===== config.mk =====
export PLATFORM = sky130hd
export DESIGN_NAME = tx_shaping
export DESIGN_NICKNAME = d
export VERILOG_FILES = /design/src/logic/tx_pkg.sv /design/src/logic/sample_timer.sv /design/src/logic/burst_ctrl.sv /design/src/logic/symbol_mapper.sv /design/src/logic/tx_filt.sv /design/src/logic/tx_shaping.sv
export VERILOG_INCLUDE_DIRS = /design/src /design/src/logic
export SDC_FILE = /design/constraint.sdc
export NUM_CORES = 1
export LEC_CHECK = 0
export BUFFER_PORTS_ARGS = -buffer_cell sky130_fd_sc_hd__buf_4
export CAP_MARGIN = 20
export CORE_MARGIN = 2
export CORE_UTILIZATION = 25
export CTS_BUF_LIST = sky130_fd_sc_hd__clkbuf_4
export DETAILED_ROUTE_END_ITERATION = 16
export PLACE_DENSITY_LB_ADDON = 0.05
export SLEW_MARGIN = 5
export SYNTH_ARGS = -nofsm -noshare
export SYNTH_HDL_FRONTEND = slang
export SYNTH_SLANG_ARGS = --single-unit

===== constraint.sdc =====
create_clock -name clk -period 21.9 [get_ports clk]
set_input_delay 2.19 -clock clk [delete_from_list [all_inputs] [get_ports clk]]
set_output_delay 2.19 -clock clk [all_outputs]
set_load 0.03 [all_outputs]

===== src/logic/tx_consts.svh =====
`ifndef TX_CONSTS_SVH
`define TX_CONSTS_SVH

// burst framing
// symbols carried by one start pulse
`define BURST_SYMBOLS 8

// clocks per symbol period, one level then zeros
`define SAMPLES_PER_SYMBOL 4

// zero clocks after the last symbol
// one per tap so the whole filter empties
`define FLUSH_CLKS 21

// shaping filter size
`define NUM_TAPS 21

// symmetric taps share coefficients
`define NUM_UNIQUE 11

// 4-ASK magnitudes in 1s17
// outer is 0.75 full scale
`define LEVEL_OUTER 98304

// inner is 0.25 full scale
`define LEVEL_INNER 32768

`endif


===== src/logic/tx_pkg.sv =====
package tx_pkg;

`include "tx_consts.svh"

    // one baseband sample, 1s17
    typedef logic signed [17:0] sample_t;

    // one Gray coded 4-ASK symbol
    typedef logic [1:0] symbol_t;

    // whole burst word
    // element 0 in the low bits, sent first
    typedef symbol_t [`BURST_SYMBOLS-1:0] burst_t;

    // sequencer states
    typedef enum logic [1:0] {
        IDLE,
        SEND,
        FLUSH
    } burst_state_t;

    // steering from the FSM to the mapper
    typedef struct packed {
        // advance to the next symbol on this clock
        logic sym_strobe;
        // burst symbols still going out
        logic sending;
        // capture a new burst word
        logic load;
    } tx_ctrl_t;

endpackage


===== src/logic/sample_timer.sv =====
`include "tx_consts.svh"

module sample_timer (
    input  logic clk,
    input  logic reset,
    input  logic clear,
    input  logic run,
    output logic sym_tick,
    output logic last_sym,
    output logic flush_done
);

    localparam int PH_W  = $clog2(`SAMPLES_PER_SYMBOL);
    localparam int CNT_W = $clog2(`FLUSH_CLKS + 1);

    // position inside the symbol period
    logic [PH_W-1:0] phase;
    // symbols sent, then flush clocks
    logic [CNT_W-1:0] count;
    // count now tracks flush clocks
    logic flushing;

    always_ff @(posedge clk) begin
        if (reset) begin
            phase    <= '0;
            count    <= '0;
            flushing <= 1'b0;
        end else if (clear) begin
            // symbol 0 already issued by the load
            phase    <= PH_W'(1);
            count    <= '0;
            flushing <= 1'b0;
        end else if (run) begin
            if (phase == PH_W'(`SAMPLES_PER_SYMBOL - 1))
                phase <= '0;
            else
                phase <= phase + 1'b1;
            // last symbol done, restart count for flush
            if (last_sym) begin
                count    <= '0;
                flushing <= 1'b1;
            end else if (flushing || sym_tick) begin
                count <= count + 1'b1;
            end
        end
    end

    // one clock ahead of each new symbol level
    assign sym_tick   = run && !flushing && (phase == '0);
    // final clock of the last symbol period
    assign last_sym   = sym_tick && (count == CNT_W'(`BURST_SYMBOLS - 1));
    assign flush_done = run && flushing && (count == CNT_W'(`FLUSH_CLKS - 1));

endmodule


===== src/logic/burst_ctrl.sv =====
module burst_ctrl (
    input  logic              clk,
    input  logic              reset,
    input  logic              start,
    input  logic              sym_tick,
    input  logic              last_sym,
    input  logic              flush_done,
    output logic              timer_clear,
    output logic              timer_run,
    output tx_pkg::tx_ctrl_t  ctrl,
    output logic              busy
);

    import tx_pkg::*;

    burst_state_t state;
    burst_state_t next_state;

    always_ff @(posedge clk) begin
        if (reset)
            state <= IDLE;
        else
            state <= next_state;
    end

    always_comb begin
        next_state = state;
        case (state)
            IDLE: begin
                // start only taken here
                if (start)
                    next_state = SEND;
            end
            SEND: begin
                if (last_sym)
                    next_state = FLUSH;
            end
            FLUSH: begin
                // filter tail fully out
                if (flush_done)
                    next_state = IDLE;
            end
            default: begin
                next_state = IDLE;
            end
        endcase
    end

    // accepted start, same clock as the burst capture
    assign ctrl.load       = (state == IDLE) && start;
    assign ctrl.sending    = (state == SEND);
    // no strobe on the last tick, all symbols gone by then
    assign ctrl.sym_strobe = (state == SEND) && sym_tick && !last_sym;

    // timer restarts with each burst
    assign timer_clear = ctrl.load;
    assign timer_run   = (state != IDLE);

    // high through send and flush
    assign busy = (state != IDLE);

endmodule


===== src/logic/symbol_mapper.sv =====
`include "tx_consts.svh"

module symbol_mapper (
    input  logic             clk,
    input  logic             reset,
    input  tx_pkg::burst_t   burst,
    input  tx_pkg::tx_ctrl_t ctrl,
    output tx_pkg::sample_t  x_in
);

    import tx_pkg::*;

    localparam sample_t LVL_OUTER = sample_t'(`LEVEL_OUTER);
    localparam sample_t LVL_INNER = sample_t'(`LEVEL_INNER);

    // symbols not yet sent, next one in the low bits
    burst_t pending;

    // Gray order, neighbours differ by one bit
    function automatic sample_t map_level(input symbol_t sym);
        case (sym)
            2'b00:   map_level = -LVL_OUTER;
            2'b01:   map_level = -LVL_INNER;
            2'b11:   map_level = LVL_INNER;
            default: map_level = LVL_OUTER;
        endcase
    endfunction

    // symbol 0 goes straight out on load, rest kept
    always_ff @(posedge clk) begin
        if (ctrl.load)
            pending <= burst_t'(burst >> $bits(symbol_t));
        else if (ctrl.sending && ctrl.sym_strobe)
            pending <= burst_t'(pending >> $bits(symbol_t));
    end

    // one level per symbol period, zeros in between
    always_ff @(posedge clk) begin
        if (reset)
            x_in <= '0;
        else if (ctrl.load)
            x_in <= map_level(burst[0]);
        else if (ctrl.sending && ctrl.sym_strobe)
            x_in <= map_level(pending[0]);
        else
            x_in <= '0;
    end

endmodule


===== src/logic/tx_filt.sv =====
`include "tx_consts.svh"

module tx_filt (
    input  logic            clk,
    input  logic            reset,
    input  tx_pkg::sample_t x_in,
    output tx_pkg::sample_t y
);

    import tx_pkg::*;

    // pair sums in the first adder level
    localparam int L2 = (`NUM_UNIQUE + 1) / 2;
    // second adder level
    localparam int L3 = (L2 + 1) / 2;

    // coefficients, 0s18, b[10] is the centre tap
    localparam logic signed [17:0] COEF [0:`NUM_UNIQUE-1] = '{
        18'sd299,
        18'sd613,
        18'sd414,
        -18'sd786,
        -18'sd2608,
        -18'sd3424,
        -18'sd1082,
        18'sd5451,
        18'sd14715,
        18'sd22988,
        18'sd26311
    };

    // tap 0, halved input
    logic signed [17:0] tap0;
    // taps 1 to 20
    logic signed [17:0] dly [1:`NUM_TAPS-1];
    // folded tap pairs
    logic signed [17:0] pre [0:`NUM_UNIQUE-1];
    // full width products, 3s33
    logic signed [35:0] prod [0:`NUM_UNIQUE-1];
    logic signed [17:0] sum2 [0:L2-1];
    logic signed [17:0] sum3 [0:L3-1];
    logic signed [17:0] sum4;

    // 2s16 gives headroom for the pre-add
    assign tap0 = {x_in[17], x_in[17:1]};

    always_ff @(posedge clk) begin
        if (reset) begin
            for (int i = 1; i < `NUM_TAPS; i++)
                dly[i] <= '0;
        end else begin
            dly[1] <= tap0;
            for (int i = 2; i < `NUM_TAPS; i++)
                dly[i] <= dly[i-1];
        end
    end

    // fold around the centre tap
    always_comb begin
        pre[0] = tap0 + dly[`NUM_TAPS-1];
        for (int i = 1; i < `NUM_UNIQUE - 1; i++)
            pre[i] = dly[i] + dly[`NUM_TAPS-1-i];
        // centre has no partner
        pre[`NUM_UNIQUE-1] = dly[`NUM_UNIQUE-1];
    end

    always_comb begin
        for (int i = 0; i < `NUM_UNIQUE; i++)
            prod[i] = pre[i] * COEF[i];
    end

    // keep bits 33:16, back to 18 bits
    always_comb begin
        for (int i = 0; i < L2; i++) begin
            if (2 * i + 1 < `NUM_UNIQUE)
                sum2[i] = prod[2*i][33:16] + prod[2*i+1][33:16];
            else
                sum2[i] = prod[2*i][33:16];
        end
    end

    always_comb begin
        for (int i = 0; i < L3; i++) begin
            if (2 * i + 1 < L2)
                sum3[i] = sum2[2*i] + sum2[2*i+1];
            else
                sum3[i] = sum2[2*i];
        end
    end

    // last level adds all of level 3
    always_comb begin
        sum4 = '0;
        for (int i = 0; i < L3; i++)
            sum4 = sum4 + sum3[i];
    end

    always_ff @(posedge clk) begin
        if (reset)
            y <= '0;
        else
            y <= sum4;
    end

endmodule


===== src/logic/tx_shaping.sv =====
module tx_shaping (
    input  logic            clk,
    input  logic            reset,
    input  logic            start,
    input  tx_pkg::burst_t  burst,
    output tx_pkg::sample_t y,
    output logic            busy
);

    import tx_pkg::*;

    // FSM to timer
    logic timer_clear;
    logic timer_run;
    // timer back to FSM
    logic sym_tick;
    logic last_sym;
    logic flush_done;
    // FSM to mapper
    tx_ctrl_t ctrl;
    // upsampled symbol stream into the filter
    sample_t x_in;

    burst_ctrl burst_ctrl_inst (
        .clk         (clk),
        .reset       (reset),
        .start       (start),
        .sym_tick    (sym_tick),
        .last_sym    (last_sym),
        .flush_done  (flush_done),
        .timer_clear (timer_clear),
        .timer_run   (timer_run),
        .ctrl        (ctrl),
        .busy        (busy)
    );

    sample_timer sample_timer_inst (
        .clk        (clk),
        .reset      (reset),
        .clear      (timer_clear),
        .run        (timer_run),
        .sym_tick   (sym_tick),
        .last_sym   (last_sym),
        .flush_done (flush_done)
    );

    symbol_mapper symbol_mapper_inst (
        .clk   (clk),
        .reset (reset),
        .burst (burst),
        .ctrl  (ctrl),
        .x_in  (x_in)
    );

    tx_filt tx_filt_inst (
        .clk   (clk),
        .reset (reset),
        .x_in  (x_in),
        .y     (y)
    );

endmodule


==> flow_summary_export.csv <==
group,metric,value,unit
power_and_ir_drop,power_frac_seq,12.7,%
placed_design,dp_hpwl,52110,um
sta,finalCritPeriodShare,47.91,%
critical_path,worst-setup-path-type,"flop to flop",
drt,num_vias,14520,
critical_path,crit_arrival,11.07,ns
drt,wl_met3,545,um
global_route,grt_pass1_wl,92970,um
clock_network,clk_pin_slew,0.27,ns
clock_network,postCtsResizedCells,0,
clock_network,postCtsHoldBufs,0,
clock_network,cts_tree,"done",
drt,drcViolationCount,0,
synth,syn_inst,2321,
placed_design,finalWeightedCongestion,0.7852,
min_path,holdCritPathClass,"flop to flop",
critical_path,r2r-start,"tx_filt_inst.dly[1][86]",
drt,wl_met1,30190,um
synth,ys_seq_area_share,10.24,%
cells_and_area,fin_nets,3126,
power_and_ir_drop,swShare,52.98,%
clock_network,postCtsSetupRepairBufs,0,
global_route,grtUsageTotal,13.46,%
drt,drt_wl_total,58200,um
drt,drt_first_iter_violations,437,
global_route,grt_start_max_net_pins,48,
critical_path,startpoint_type,"flop",
die,die-area,89960,um2
drt,ant_nets,0,
sta,max_freq,0.09532,GHz
clock_network,htree_levels,3,
global_route,gr-total-overflow,0,
sta,slew_violations,0,
critical_path,critPathLaunch,"tx_filt_inst.dly[1][86]",
synth,synthesis.yosys.warnings,0,
clock_network,numCtsBuffers,9,
critical_path,cp_max_fo,6,
synth,ys_types,64,
critical_path,critPathMostFrequentCell,"fa_1",
power_and_ir_drop,ir_drop,0.1047,mV
sta,rsz0062_at_grt,"false",
sta,tightest_slew,0.9149,ns
cells_and_area,syn_to_final_growth,8.641,%
die,die_x,299.9,um
critical_path,cp-end-kind,"flop",
global_route,grt_pass1_vias,15820,
sta,fin_skew,0.07014,ns
critical_path,timing.rr.end,"tx_filt_inst.y[17]",
die,rows,108,
sta,fin_tns_setup,0,ns
drt,first_pass_iters,6,
die,ios,38,
clock_network,clock_path_buffers,2,
drt,top_layer,"met4",
synth,synthArstFlopShare,0,%
sta,post-route-min-period,10.49,ns
drt,wl_per_cell,16.52,um
synth,netlist_area,21890,um2
clock_network,clk-insertion-delay-late,0.66,ns
min_path,hold_end,"tx_filt_inst.dly[1][86]",
sta,slew_headroom,38.72,%
run_status,outcome,"finished clean",
die,initial_core_util,25.24,%
drt,routed_via_density,4.122,
synth,synth_fp_nets,3088,
drt,wl_met2,26980,um
sta,hold_viol,0,
power_and_ir_drop,pwr-share-comb,80.6,%
critical_path,r2r_slack,11.41,ns
global_route,antenna_found_initial,3,
placed_design,portBuffers,37,
die,dieHeight,299.9,um
critical_path,crit_family,"adder cells",
min_path,hp-start,"tx_filt_inst.dly[1][68]",
cells_and_area,drive_gt1_share,4.526,%
synth,synth-edff-count,14,
cells_and_area,final_common_cell,"inv_1",
power_and_ir_drop,power.density,76.50,nW/um2
synth,synth.largest_area_cell,"fa_1",
synth,ys_ff_latch,105,
synth,yosys-top-cells-area,"fa_1 27%, ha_1 26%, inv_1 9.2%",
critical_path,max_stage_delay,0.61,ns
sta,finalSetupViolations,0,
synth,syn_avg_cell_area,9.433,um2
critical_path,worst_path_max_delay_cell,"xnor2_1",
clock_network,cts-root-buf,"clkbuf_4",
synth,synth_top_area_share,27.07,%
synth,synthFlopType,"dfxtp_1",
power_and_ir_drop,clockPowerShare,6.8,%
sta,whs,0.4621,ns
critical_path,reg2reg_depth,36,
min_path,hold_path_depth,1,
run,max-cap-violations,0,
clock_network,numClockSinks,105,
critical_path,cp.buffers_inverters,6,
die,core_area,86750,um2
power_and_ir_drop,p_switching,0.0009641,W
critical_path,cp.required,22.48,ns
cells_and_area,most-common-layout-cells,"538 x inv_1, 452 x ha_1, 296 x fa_1",
power_and_ir_drop,power.internal,0.0008555,W
power_and_ir_drop,power_leakage,12.26,nW
## power groups by stage
| stage | Sequential, W | Combinational [W] | Clock (W) |
|---|---|---|---|
| finish | 0.000230 | 0.00147 | 0.000124 |
| global route | 0.000233 | 0.00168 | 0.000137 |
| CTS | 0.000231 | 0.00151 | 0.000135 |
| detailed placement | 0.000235 | 0.00151 | 0 |
| global placement | 0.000236 | 0.00151 | 0 |
| floorplan | 0.000259 | 0.00104 | 0 |
## worst max-delay path by stage
stage               depth (start not counted)                  to
floorplan                                  38  tx_filt_inst.y[17]
global placement                           33  tx_filt_inst.y[17]
detailed placement                         36  tx_filt_inst.y[17]
CTS                                        36  tx_filt_inst.y[17]
global route                               36  tx_filt_inst.y[17]
finish                                     36  tx_filt_inst.y[17]
## area by class of cell
| class | instances | area, um2 |
|---|---|---|
| Fill cell | 9394 | 62970 |
| Clock buffer | 9 | 67.56 |
| Sequential cell | 105 | 2242 |
| Inverter | 539 | 2023 |
| Tap cell | 1155 | 1445 |
| Antenna cell | 3 | 7.507 |
| Timing Repair Buffer | 46 | 345.3 |
| Clock inverter | 7 | 91.34 |
| Multi-Input combinational cell | 1658 | 17560 |
## kinds of logic (layout without fill, tap and decap cells)
group / Yosys count / after routing / synth area share, %
flops: 105 / 105 / 10.24
fa+ha+maj: 748 / 748 / 52.90
buf+inv: 558 / 601 / 9.572
xor+xnor: 223 / 223 / 8.921
mux: 28 / 28 / 1.520
simple gates: 372 / 372 / 8.584
other cells: 1 / 4 / 0.01713
compound gates: 286 / 286 / 8.247
## stage by stage
stage | std cells | setup slack (ns) | utilization (%) | total power (W) | area (um2)
final | 3522 | 11.41 | 27.42 | 0.001820 | 23790
after CTS | 3519 | 11.38 | 27.41 | 0.001879 | 23780
after global routing | 3522 | 10.76 | 27.42 | 0.002054 | 23790
after floorplan | 2321 | 11.60 | - | 0.001303 | 21890
after global placement | 3503 | 11.64 | 27.23 | 0.001741 | 23620
after detailed placement | 3503 | 11.42 | 27.23 | 0.001740 | 23620
## per-layer routing
metal	vias to the layer above	GRT usage, %
li1	7440	-
met1	7003	19.39
met2	57	22.32
met3	19	0.9827
met4	0	2.179
met5	-	0
## cells in the mapped netlist, types with 3 or more instances
library cell,instances
inv_1,538
ha_1,452
fa_1,296
xnor2_1,148
a21oi_1,100
nor2_1,97
dfxtp_1,91
nor2b_1,83
xor2_1,75
nand2_1,65
o21ai_0,56
a21o_1,36
nor3_1,34
mux2_2,22
nand3_1,21
clkbuf_1,14
edfxtp_1,14
or3_1,14
nand2b_1,13
o21bai_1,13
a31oi_1,12
o21a_1,11
and3_1,10
and2_1,9
or2_2,9
a211oi_1,8
a31o_2,6
o31ai_1,6
a21boi_0,5
nand4_1,5
a41o_1,4
buf_1,4
mux2i_1,4
a2111oi_0,3
nand3b_1,3
o41a_1,3
## sequential cells by signal, indices dropped and copies added, names as in the netlist
| name | count |
|---|---|
| symbol_mapper_inst.pending | 14 |
| tx_filt_inst.y | 18 |
| sample_timer_inst.flushing | 1 |
| burst_ctrl_inst.state | 2 |
| sample_timer_inst.phase | 2 |
| symbol_mapper_inst.x_in | 3 |
| sample_timer_inst.count | 5 |
| tx_filt_inst.dly | 60 |
No activity file was read; power rests on OpenSTA's default activity.
